===== config.mk =====
export PLATFORM = sky130hd
export DESIGN_NAME = sipo_capture_top
export DESIGN_NICKNAME = d
export VERILOG_FILES = /design/src/hw/sipo_pkg.sv /design/src/hw/sipo_capture_top.sv /design/src/hw/sipo_shift_register.sv /design/src/hw/sipo_controller.sv /design/src/hw/frame_counter.sv /design/src/hw/button_handler.sv
export SDC_FILE = /design/constraint.sdc
export NUM_CORES = 1
export LEC_CHECK = 0
export BUFFER_PORTS_ARGS = -buffer_cell sky130_fd_sc_hd__buf_2
export CORE_MARGIN = 10
export CORE_UTILIZATION = 50
export DETAILED_ROUTE_END_ITERATION = 6
export PLACE_DENSITY = 0.71
export SYNTH_ARGS = -nofsm -noshare
export SYNTH_HDL_FRONTEND = slang
export SYNTH_SLANG_ARGS = --single-unit

===== constraint.sdc =====
create_clock -name clk -period 2.1 [get_ports clk]
set_clock_uncertainty 0.05 [all_clocks]
set_input_delay 0.21 -clock clk [delete_from_list [all_inputs] [get_ports clk]]
set_output_delay 0.21 -clock clk [all_outputs]
set_load 0.02 [all_outputs]

===== src/hw/sipo_pkg.sv =====
package sipo_pkg;

    // width of the cycle count.
    localparam int counter_width = 20;

    // frame counter select codes.
    localparam logic [1:0] cnt_clear  = 2'd0;
    localparam logic [1:0] cnt_unused = 2'd1;
    localparam logic [1:0] cnt_hold   = 2'd2;
    localparam logic [1:0] cnt_count  = 2'd3;

    // logging window, inclusive on both ends.
    localparam logic [counter_width-1:0] default_frame_start = 20'd3;
    localparam logic [counter_width-1:0] default_frame_stop  = 20'd14;

    // stable clocks needed before the button level is accepted.
    localparam logic [15:0] default_debounce_cycles = 16'd16;

    // flops in the button synchronizer.
    localparam int sync_stages = 2;

endpackage

===== src/hw/sipo_capture_top.sv =====
`timescale 1ns/100ps

module sipo_capture_top #(
    parameter logic [sipo_pkg::counter_width-1:0] frame_start = sipo_pkg::default_frame_start,
    parameter logic [sipo_pkg::counter_width-1:0] frame_stop  = sipo_pkg::default_frame_stop,
    parameter logic [15:0] debounce_cycles = sipo_pkg::default_debounce_cycles,
    localparam int frame_bits = int'(frame_stop - frame_start) + 1
) (
    input  logic                  clk,
    input  logic                  reset_b,
    input  logic                  button,
    input  logic                  serial_data,
    output logic                  sample_strobe,
    output logic                  frame_ready,
    output logic [frame_bits-1:0] frame_data
);

    import sipo_pkg::*;

    logic                     control_signal;
    logic [1:0]               counter_sel;
    logic [counter_width-1:0] counter_value;
    logic                     data_logging;
    logic                     data_ready;

    assign sample_strobe = data_logging;
    assign frame_ready   = data_ready;

    button_handler #(
        .debounce_cycles(debounce_cycles)
    ) u_button (
        .clk            (clk),
        .reset_b        (reset_b),
        .button         (button),
        .control_signal (control_signal)
    );

    sipo_controller #(
        .frame_start(frame_start),
        .frame_stop (frame_stop)
    ) u_ctrl (
        .clk            (clk),
        .reset_b        (reset_b),
        .control_signal (control_signal),
        .counter_value  (counter_value),
        .data_logging   (data_logging),
        .data_ready     (data_ready),
        .counter_sel    (counter_sel)
    );

    frame_counter u_count (
        .clk           (clk),
        .reset_b       (reset_b),
        .counter_sel   (counter_sel),
        .counter_value (counter_value)
    );

    // one bit per clock while the window is open.
    sipo_shift_register #(
        .frame_bits(frame_bits)
    ) u_sipo (
        .clk          (clk),
        .reset_b      (reset_b),
        .data_logging (data_logging),
        .serial_data  (serial_data),
        .frame_data   (frame_data)
    );

endmodule


===== src/hw/sipo_shift_register.sv =====
`timescale 1ns/100ps

module sipo_shift_register #(
    parameter int frame_bits = 12
) (
    input  logic                  clk,
    input  logic                  reset_b,
    input  logic                  data_logging,
    input  logic                  serial_data,
    output logic [frame_bits-1:0] frame_data
);

    // first bit in ends up as the msb.
    always_ff @(posedge clk or negedge reset_b)
    begin
        if (!reset_b)
        begin
            frame_data <= '0;
        end
        else if (data_logging)
        begin
            frame_data <= {frame_data[frame_bits-2:0], serial_data};
        end
    end

    if (frame_bits > 1)
    begin : g_shift_check
        localparam int tally_width = $clog2(frame_bits + 2);

        logic [tally_width-1:0] shift_tally;

        // shifts taken since reset.
        always_ff @(posedge clk or negedge reset_b)
        begin
            if (!reset_b)
            begin
                shift_tally <= '0;
            end
            else if (data_logging && (shift_tally <= tally_width'(frame_bits)))
            begin
                shift_tally <= shift_tally + 1'b1;
            end
        end

        // the window closes after one frame and stays closed.
        a_frame_bits_only : assert property (
            @(posedge clk) disable iff (!reset_b)
            data_logging |-> (shift_tally < tally_width'(frame_bits))
        );
    end

endmodule


===== src/hw/sipo_controller.sv =====
`timescale 1ns/100ps

module sipo_controller #(
    parameter logic [sipo_pkg::counter_width-1:0] frame_start = sipo_pkg::default_frame_start,
    parameter logic [sipo_pkg::counter_width-1:0] frame_stop  = sipo_pkg::default_frame_stop
) (
    input  logic                               clk,
    input  logic                               reset_b,
    input  logic                               control_signal,
    input  logic [sipo_pkg::counter_width-1:0] counter_value,
    output logic                               data_logging,
    output logic                               data_ready,
    output logic [1:0]                         counter_sel
);

    import sipo_pkg::*;

    localparam logic [2:0] st_idle    = 3'd0;
    localparam logic [2:0] st_pressed = 3'd1;
    localparam logic [2:0] st_wait    = 3'd2;
    localparam logic [2:0] st_log     = 3'd3;
    localparam logic [2:0] st_done    = 3'd4;

    logic [2:0] state;
    logic [2:0] next_state;

    always_ff @(posedge clk or negedge reset_b)
    begin
        if (!reset_b)
        begin
            state <= st_idle;
        end
        else
        begin
            state <= next_state;
        end
    end

    always_comb
    begin
        counter_sel  = cnt_clear;
        data_logging = 1'b0;
        data_ready   = 1'b0;
        next_state   = st_idle;

        case (state)
            st_idle:
            begin
                if (control_signal)
                begin
                    next_state = st_pressed;
                end
                else
                begin
                    next_state = st_idle;
                end
            end
            st_pressed:
            begin
                // armed, waiting for the release.
                if (control_signal)
                begin
                    next_state = st_pressed;
                end
                else
                begin
                    next_state = st_wait;
                end
            end
            st_wait:
            begin
                counter_sel = cnt_count;
                // first logging cycle sees count frame_start.
                if (counter_value == frame_start - 1'b1)
                begin
                    next_state = st_log;
                end
                else
                begin
                    next_state = st_wait;
                end
            end
            st_log:
            begin
                counter_sel  = cnt_count;
                data_logging = 1'b1;
                if (counter_value == frame_stop)
                begin
                    next_state = st_done;
                end
                else
                begin
                    next_state = st_log;
                end
            end
            st_done:
            begin
                // held until reset.
                counter_sel = cnt_hold;
                data_ready  = 1'b1;
                next_state  = st_done;
            end
            default:
            begin
                next_state = st_idle;
            end
        endcase
    end

    a_log_ready_exclusive : assert property (
        @(posedge clk) disable iff (!reset_b)
        !(data_logging && data_ready)
    );

    a_no_spare_select : assert property (
        @(posedge clk) disable iff (!reset_b)
        counter_sel != cnt_unused
    );

endmodule


===== src/hw/frame_counter.sv =====
`timescale 1ns/100ps

module frame_counter (
    input  logic                               clk,
    input  logic                               reset_b,
    input  logic [1:0]                         counter_sel,
    output logic [sipo_pkg::counter_width-1:0] counter_value
);

    import sipo_pkg::*;

    always_ff @(posedge clk or negedge reset_b)
    begin
        if (!reset_b)
        begin
            counter_value <= '0;
        end
        else
        begin
            case (counter_sel)
                cnt_clear:
                begin
                    counter_value <= '0;
                end
                cnt_count:
                begin
                    // saturate at all ones.
                    if (counter_value != '1)
                    begin
                        counter_value <= counter_value + 1'b1;
                    end
                end
                default:
                begin
                    // cnt_hold and the spare code.
                    counter_value <= counter_value;
                end
            endcase
        end
    end

    // controller must stop counting long before overflow.
    a_no_saturation : assert property (
        @(posedge clk) disable iff (!reset_b)
        (counter_sel == cnt_count) |-> (counter_value != '1)
    );

endmodule


===== src/hw/button_handler.sv =====
`timescale 1ns/100ps

module button_handler #(
    parameter logic [15:0] debounce_cycles = sipo_pkg::default_debounce_cycles
) (
    input  logic clk,
    input  logic reset_b,
    input  logic button,
    output logic control_signal
);

    import sipo_pkg::*;

    logic [sync_stages-1:0] sync_q;
    logic                   button_sync;
    logic [15:0]            stable_cnt;

    // button is asynchronous to clk.
    always_ff @(posedge clk or negedge reset_b)
    begin
        if (!reset_b)
        begin
            sync_q <= '0;
        end
        else
        begin
            sync_q <= {sync_q[sync_stages-2:0], button};
        end
    end

    assign button_sync = sync_q[sync_stages-1];

    // counts down while the synced button differs from the output level.
    // any return to the old level reloads the count.
    always_ff @(posedge clk or negedge reset_b)
    begin
        if (!reset_b)
        begin
            stable_cnt     <= debounce_cycles - 16'd1;
            control_signal <= 1'b0;
        end
        else if (button_sync == control_signal)
        begin
            stable_cnt <= debounce_cycles - 16'd1;
        end
        else if (stable_cnt == 16'd0)
        begin
            control_signal <= button_sync;
            stable_cnt     <= debounce_cycles - 16'd1;
        end
        else
        begin
            stable_cnt <= stable_cnt - 16'd1;
        end
    end

    // a new level must be held a full debounce period.
    a_no_back_to_back_change : assert property (
        @(posedge clk) disable iff (!reset_b)
        $changed(control_signal) |=> !$changed(control_signal)
    );

endmodule


# After elaboration in Yosys (flattened, before gate mapping)
# Index checks and enable logic that the tools add are counted.
# Widths: inputs -> output; s select.
[totals]
output_inout_bits = 14
ff_bits = 54
in_bits = 4
[classes]
n_mux = 12
add_sub_neg = 2
bitwise = 1
eq_ne = 10
reduce_logical = 7
[ops]
columns = ["operator", "count"]
rows = [
  ["$pmux 20 s2", 1],
  ["$mux 16", 2],
  ["$add 20x1->20 const B", 1],
  ["$eq 20x2->1 const B", 1],
  ["$eq 20x4->1 const B", 1],
  ["$mux 20", 1],
  ["$ne 20x20->1 const B", 1],
  ["$logic_not 16->1", 1],
  ["$sub 16x1->16 const B", 1],
  ["$pmux 3 s5", 1],
  ["$eq 3x2->1 const B", 2],
  ["$mux 1", 4],
  ["$pmux 2 s2", 1],
  ["$reduce_and 2->1", 2],
  ["$eq 3x1->1 const B", 1],
  ["$eq 3x3->1 const B", 1],
  ["$logic_not 3->1", 1],
  ["$mux 3", 1],
  ["$eq 2x2->1 const B", 1],
  ["$logic_not 2->1", 1],
  ["$mux 2", 1],
  ["$ne 2x1->1 const B", 1],
  ["$reduce_bool 2->1", 1],
  ["$reduce_or 2->1", 1],
  ["other kinds (2)", 2],
]

# Logic depth before layout (Yosys ltp)
# Gate-level depths: netlist (run 1).
[logic_depth]
depth_word = 6
mapped_depth = 8

# By module
# Synthesis (run 1) repeated with hierarchy kept, for this count alone.
[unflattened]
cells_unflattened = 260
hier_area_um2 = 2816.5
[by_module_without_submodules]
columns = ["mod", "seq_area_each_um2", "n_inst", "cells_per_inst", "area_per_inst_um2"]
rows = [
  ["frame_counter", 500.5, 1, 129, 1208.7],
  ["button_handler", 480.5, 1, 79, 889.6],
  ["sipo_shift_register", 300.3, 1, 25, 484.2],
  ["sipo_controller", 75.1, 1, 27, 234.0],
]

# Least setup slack after synthesis (run 1)
# No wires, ideal clock.
[synth_timing]
path_type = "register to register"
from = "register u_button.stable_cnt[0]"
to = "register u_button.control_signal"
path_slack_ns = -0.055
t_arrival_ns = 1.980
required_time_ns = 1.925
period_less_slack_ns = 2.155
setup_ns = 0.125
n_path_buf = 0
path_stages_with_launch = 7
cell_sequence = "dfstp_2 > inv_1 > ha_1 > or4b_1 > nand2b_1 > or3_4 > mux2_4"
[synth_via]
elab_chain_cells = 2
[synth_lines]
columns = ["element", "line_no", "source"]
rows = [
  ["start, declared", "button_handler.sv:16", "logic [15:0] stable_cnt;"],
  ["start signal, assigned", "button_handler.sv:39", "stable_cnt <= debounce_cycles - 16'd1;"],
  ["start signal, assigned", "button_handler.sv:44", "stable_cnt <= debounce_cycles - 16'd1;"],
  ["start signal, assigned", "button_handler.sv:49", "stable_cnt <= debounce_cycles - 16'd1;"],
  ["$logic_not 16->1", "button_handler.sv:46", "else if (stable_cnt == 16'd0)"],
  ["$reduce_and 2->1 (no line)", "-", ""],
  ["end signal, assigned", "button_handler.sv:48", "control_signal <= button_sync;"],
  ["end, declared", "button_handler.sv:9", "output logic control_signal"],
]
# No other way between the ends.
# A chain may end at the register's enable or synchronous reset.

# Final worst setup path (run 1)
[layout_timing]
from = "register u_button.stable_cnt[12]"
to = "register u_button.control_signal"
# The elaborated chain is that of the path after synthesis.

==> results of run 1 <==
metrics by stage:
step / setup slack, ps / utilization [%]
2_1_floorplan: 7.35 / -
3_3_place_gp: 36.4 / 57.3
3_5_place_dp: 1.82 / 57.3
4_1_cts: -7.59 / 59.7
5_1_grt: -44.8 / 60.2
6_report: -11.4 / 60.2
cell usage after synthesis, drive strengths merged, types with 2 or more instances:
library cell  count  area (um^2)
o22ai             2         12.5
inv              12         45.0
ha                3         37.5
xnor2            10         87.6
mux2             13          150
clkbuf            7         26.3
o21ai            16         80.1
a31oi             8         50.1
o41ai             3         26.3
nor2             21         78.8
xor2              3         26.3
and2              2         15.0
a21oi            12         60.1
dfstp             4          105
nor3              8         40.0
nand4             6         37.5
buf               5         28.8
o31ai             6         45.0
nand2            23         88.8
and3             10         62.6
dfrtp            50         1250
or3               2         17.5
a31o              2         17.5
nand2b            3         18.8
nand3            12         60.1
nor4              7         58.8
a41oi             2         17.5
final cells by class:
| type | instances | area [um^2] |
|---|---|---|
| Clock buffer | 5 | 68.8 |
| Clock inverter | 3 | 26.3 |
| Fill cell | 470 | 2050 |
| Inverter | 12 | 48.8 |
| Multi-Input combinational cell | 187 | 1240 |
| Sequential cell | 54 | 1360 |
| Tap cell | 70 | 87.6 |
| Timing Repair Buffer | 39 | 268 |
worst max-delay path, delay by kind of cell (launching register included):
kind	cells	cell delay (ps)
AND/OR/NAND/NOR	3	1250
flip-flops	1	400
multiplexers	1	310
worst max-delay path by stage:
stage / from / to / slack, ps
after global routing: u_button.stable_cnt[12]$_DFF_PN0_ / u_button.control_signal$_DFFE_PN0P_ / -40
after CTS: u_button.stable_cnt[12]$_DFF_PN0_ / u_button.stable_cnt[6]$_DFF_PN0_ / -8
after floorplan: u_button.stable_cnt[0]$_DFF_PN1_ / u_button.control_signal$_DFFE_PN0P_ / 7
final: u_button.stable_cnt[12]$_DFF_PN0_ / u_button.control_signal$_DFFE_PN0P_ / -10
after detailed placement: u_button.stable_cnt[12]$_DFF_PN0_ / u_button.control_signal$_DFFE_PN0P_ / 2
after global placement: u_button.stable_cnt[12]$_DFF_PN0_ / u_button.control_signal$_DFFE_PN0P_ / 40
power groups by stage:
stage / clock, mW / sequential (mW) / combinational [mW]
6_report: 0.613 / 1.06 / 0.0667
5_1_grt: 0.671 / 1.06 / 0.0759
4_1_cts: 0.637 / 1.06 / 0.0676
3_5_place_dp: 0 / 1.08 / 0.0647
3_3_place_gp: 0 / 1.08 / 0.0632
2_1_floorplan: 0 / 1.08 / 0.0275
timing repair:
action                                  in CTS  in global routing
gates resized for setup                      1                  7
pin swaps                                    0                  1
cloned                                       0                  0
endpoints found under the setup margin      14                 16
hold endpoints to repair                    53                  0
setup buffers                                1                  0
hold buffers                                 2                  0
routing by layer:
layer  track usage [%]  wire length [um]
met1              17.0              2570
met2              22.1              2640
met3              3.79               322
met4              6.04                97
met5                 0                 0
flip-flops by register name, summed over array words and instances, names as in the netlist:
register / cells
u_count.counter_value: 20
u_button.control_signal: 1
u_button.stable_cnt: 16
u_ctrl.state: 3
u_sipo.frame_data: 12
u_button.sync_q: 2
cell families after synthesis:
family                   share of synthesized area, %
flip-flops                                       51.0
buffers and inverters                            3.76
multiplexers                                     6.02
XOR/XNOR                                         4.28
AND/OR/NAND/NOR                                  19.7
AO/OA/AOI/OAI                                    13.9
adder cells (fa/ha/maj)                          1.41
==> metrics.txt, run 1 <==
outcome finished with violations; failing checks setup timing; Hold Path Depth 2; Remaining DRCs 0; Total GRT Usage 13.8%; critical path endpoint category flop; crit-path cells or4_4, or3_4, or3_4, mux2_4; worst min path class in2reg; cell mode on critical path or3_4; Mapped Area ~2700 um^2; DRT Wirelength between 5000 and 6000 um; Switching Share a little under a quarter; first-pass GRT wire length 9800 um; Tightest Pin Transition 550 ps; DP Area slightly below 3000 um^2; total grt overflow 0; Flop pwr share about three fifths; CTS tree built; Hold Path End u_sipo.frame_data[0]$_DFFE_PN0P_; IO buf count 17; pin count of the biggest net entering global routing 48; Inst Count DP approximately 360; DIE WIDTH about 93 um; ANT cells 0; final worst-path cycle share 101%; max_cap viols 0; mean post-synth cell area about 10 um^2; Post-Syn Nets around 270; Slew Limit Fails 0; Pleak 1.45 nW; H-tree depth 2; kind of critical path reg2reg; reg-to-reg setup timing slack -10 ps; Clock Power Share approximately a third; Sw Pwr around 0.42 mW; CORE AREA just over 5000 um^2; most frequent cells in the layout dfrtp_1, nand2_1, nor2_1; Sink Count 54; Setup violations, final 1; Slew HR a little over three fifths; Pwr Density about 560 nW/um^2; Layout Nets between 300 and 400; critical-path maximum fanout 3; Final TNS setup -11.4 ps; Cells after Synth around 270; Routed Antenna Nets 0; VDD IR max 0.377 mV; RSZ-0062 raised after global routing true; Ys Warns 0; worst skew pair latency about 320 ps; CTS Buffer Depth 2; fin crit period approximately 2100 ps; fraction of layout cells with a size suffix above 1 25.7%; path depth of the worst reg2reg path 4; IO Pins 18; FFs w/ async S/R, synth between 90% and 100%; clock slew at reported path FFs approximately 110 ps; fin cells 370; Hold WS about 60 ps; CP arrival between 2000 and 2500 ps; antenna violations before repair 0; most common cell after layout, fill and taps aside dfrtp_1; post-DP HPWL 3980 um; Internal 1.32 mW; Yosys cell types 47; CP max-delay cell or4_4; die area between 8000 and 9000 um^2; Hold Vio Cnt, Final 0; Largest stage delay, worst path 540 ps; fin worst setup slack -11.4 ps; Data required, critical path around 2300 ps; Overall Power ~1.7 mW; DRT iter0 DRCs 225; Synth Register Bits 54; vias 2121; number of global-route vias before repair 2110; Vert. Die Dim 92.9 um; Comb pwr share around 3.8%; min-delay src serial_data; final non-filler cell area a little over 3000 um^2; RR Endpoint u_button.control_signal$_DFFE_PN0P_; Initial DRT Pass Iterations 4; Starting Density roughly half; CTS Buf Count 5; row count 26; CTS Root Buffer Type clkbuf_8; placer congestion estimate roughly 0.9; Post-synth top flop dfrtp_1; Post-synth EDFFs 0; area growth from synthesis to layout 16.3%; DR WL/cell between 15 and 20 um; highest clock rate around 470 MHz; worst r2r src u_button.stable_cnt[12]$_DFF_PN0_; CP startpoint kind flop; drt via density between 5 and 6; register area share after synthesis between 50% and 60%
Power figures use the tool's default switching activity.
==> inputs of run 2 (changes only) <==
--- a/config.mk
+++ b/config.mk
@@ -7,9 +7,9 @@
 export LEC_CHECK = 0
 export BUFFER_PORTS_ARGS = -buffer_cell sky130_fd_sc_hd__buf_2
 export CORE_MARGIN = 10
-export CORE_UTILIZATION = 50
+export CORE_UTILIZATION = 54
 export DETAILED_ROUTE_END_ITERATION = 6
-export PLACE_DENSITY = 0.71
+export PLACE_DENSITY = 0.75
 export SYNTH_ARGS = -nofsm -noshare
 export SYNTH_HDL_FRONTEND = slang
 export SYNTH_SLANG_ARGS = --single-unit
==> run 2 against run 1 <==
The flow still finishes with violations (setup timing). Worst setup slack better by 5.4 ps. Critical endpoint unchanged. Sequential share of layout area is 0.088 points lower. Non-clock buffer count stayed put. Clock-buffer cell count stayed put. Worst hold slack better by 12 ps.
==> metrics.txt, run 2 (same netlist as run 1, synthesis figures left out) <==
cell mode on critical path or3_4; Setup violations, final 1 (unchanged); Data required, critical path 2260 ps (about the same); DIE WIDTH 90.2 um (-3.0%); IO buf count 17 (unchanged); die area 8130 um^2 (-5.8%); critical path endpoint category flop; DR WL/cell 15.3 um (+0.89%); row count 25 (-3.8%); delay-heaviest family, CP simple AND/OR/NAND/NOR gates; fin worst setup slack -5.98 ps (+5.39 ps); final core utilization 65.2% (+5.0 points); Inst Count DP 355 (-1.1%); Final TNS setup -5.98 ps (+5.39 ps); Largest stage delay, worst path 540 ps (about the same); Bufs and invs on worst path 0 (unchanged); critical-path maximum fanout 3 (unchanged); failing checks setup timing; CTS Buf Count 5 (unchanged); biggest regs u_count.counter_value x20, u_button.stable_cnt x16, u_sipo.frame_data x12; reg-to-reg setup timing slack -6 ps (about the same); most used routing layer met2; DP Area 2930 um^2 (-0.38%); placer congestion estimate 0.830 (-9.6%); area growth from synthesis to layout 16.6%; Total GRT Usage 14.1% (+0.30 points); CORE AREA 4750 um^2 (-7.5%); Flop pwr share 60.6% (-0.3 points); Pwr Density 562 nW/um^2 (+0.21%); Remaining DRCs 0 (unchanged); Sw Pwr 0.419 mW (+0.62%); Tightest Pin Transition 531 ps (-18.2 ps); Initial DRT Pass Iterations 4 (unchanged); outcome finished with violations; fraction of layout cells with a size suffix above 1 25.0% (-0.67 points); kind of critical path reg2reg; fillers 397 (-16%); clock slew at reported path FFs 100 ps (about the same); fin cells 367 (-0.81%); total grt overflow 0 (unchanged); IO Pins 18 (unchanged); antenna violations before repair 0 (unchanged); Layout Nets 306 (unchanged); worst skew pair latency 320 ps (about the same); max reg flops 20 (unchanged); ANT cells 0 (unchanged); crit-path cells or4_4, or3_4, or3_4, mux2_4; CP arrival 2260 ps (about the same); met2 usage 22.6% (+0.50 points); drt via density 5.72 (-0.18%); Starting Density 55.9% (+4.2 points); Overall Power 1.74 mW (+0.41%); worst min path class in2reg; Top reg by flops u_count.counter_value; most common cell after layout, fill and taps aside dfrtp_1; DRT Wirelength 5630 um (about the same); CTS Buffer Depth 2 (unchanged); Routed Antenna Nets 0 (unchanged); grt met1 use 17.8% (+0.87 points); Vert. Die Dim 90.2 um (-3.0%); highest clock rate 475 MHz (+0.26%); max_cap viols 0 (unchanged); most frequent cells in the layout dfrtp_1, nand2_1, nor2_1; CTS Root Buffer Type clkbuf_8; Internal 1.32 mW (+0.34%); Pleak 1.46 nW (+0.54%); M3 GR Usage 3.57% (-0.22 points); CP max-delay cell or4_4; RSZ-0062 raised after global routing true; pin count of the biggest net entering global routing 33 (-31%); number of global-route vias before repair 2090 (-0.95%); vias 2100 (-0.99%); DRT iter0 DRCs 159 (-29%); Sink Count 54 (unchanged); Clock Power Share 35.5% (+0.2 points); Comb pwr share 3.9% (about the same); fin crit period 2110 ps (-5.39 ps); Place WS -7.99 ps (-9.81 ps); Slew HR 64.6% (+1.4 points); final worst-path cycle share 100% (-0.26 points); CTS tree built; first-pass GRT wire length 9650 um (-1.6%); Hold WS 71.5 ps (+11.6 ps); VDD IR max 0.517 mV (+37%); CP startpoint kind flop; Slew Limit Fails 0 (unchanged); H-tree depth 2 (unchanged); post-DP HPWL 4090 um (+2.7%); Switching Share 24.0% (+0.051 points); final non-filler cell area 3100 um^2 (+0.20%); Hold Vio Cnt, Final 0 (unchanged)
[run 2: power by group through the flow]
stage	sequential, mW	clock [mW]	combinational [mW]
finish	1.06	0.619	0.0685
global route	1.06	0.671	0.0780
CTS	1.06	0.632	0.0696
detailed placement	1.08	0	0.0663
global placement	1.08	0	0.0648
floorplan	1.08	0	0.0275
[run 2: final timing paths]
path,startpoint,end,cells past startpoint
min in group asynchronous,reset_b,u_count.counter_value[17]$_DFFE_PN0P_,2
hold / removal,serial_data,u_sipo.frame_data[0]$_DFFE_PN0P_,2
setup reg to reg,u_button.stable_cnt[12]$_DFF_PN0_,u_button.control_signal$_DFFE_PN0P_,4
max in group asynchronous,reset_b,u_ctrl.state[2]$_DFF_PN0_,3
setup / recovery,u_button.stable_cnt[12]$_DFF_PN0_,u_button.control_signal$_DFFE_PN0P_,4
hold reg to reg,u_button.sync_q[0]$_DFF_PN0_,u_button.sync_q[1]$_DFF_PN0_,0
[run 2: layer usage]
metal	vias to the layer above	share of wire (%)
li1	1030	-
met1	1013	46
met2	48	47
met3	9	5.3
met4	0	1.8
met5	-	0
[run 2: cell type report]
cell class | count | area, um^2 | area share, %
Clock buffer | 5 | 68.8 | 2.22
Clock inverter | 3 | 28.8 | 0.928
Inverter | 12 | 48.8 | 1.57
Multi-Input combinational cell | 187 | 1250 | 40.2
Sequential cell | 54 | 1360 | 43.7
Tap cell | 67 | 83.8 | 2.70
Timing Repair Buffer | 39 | 268 | 8.64
[run 2: repair_timing]
action	CTS	global route
setup endpoints to repair	13	16
hold endpoints to repair	19	0
setup buffers	1	1
hold buffers	2	0
gates resized for setup	0	6
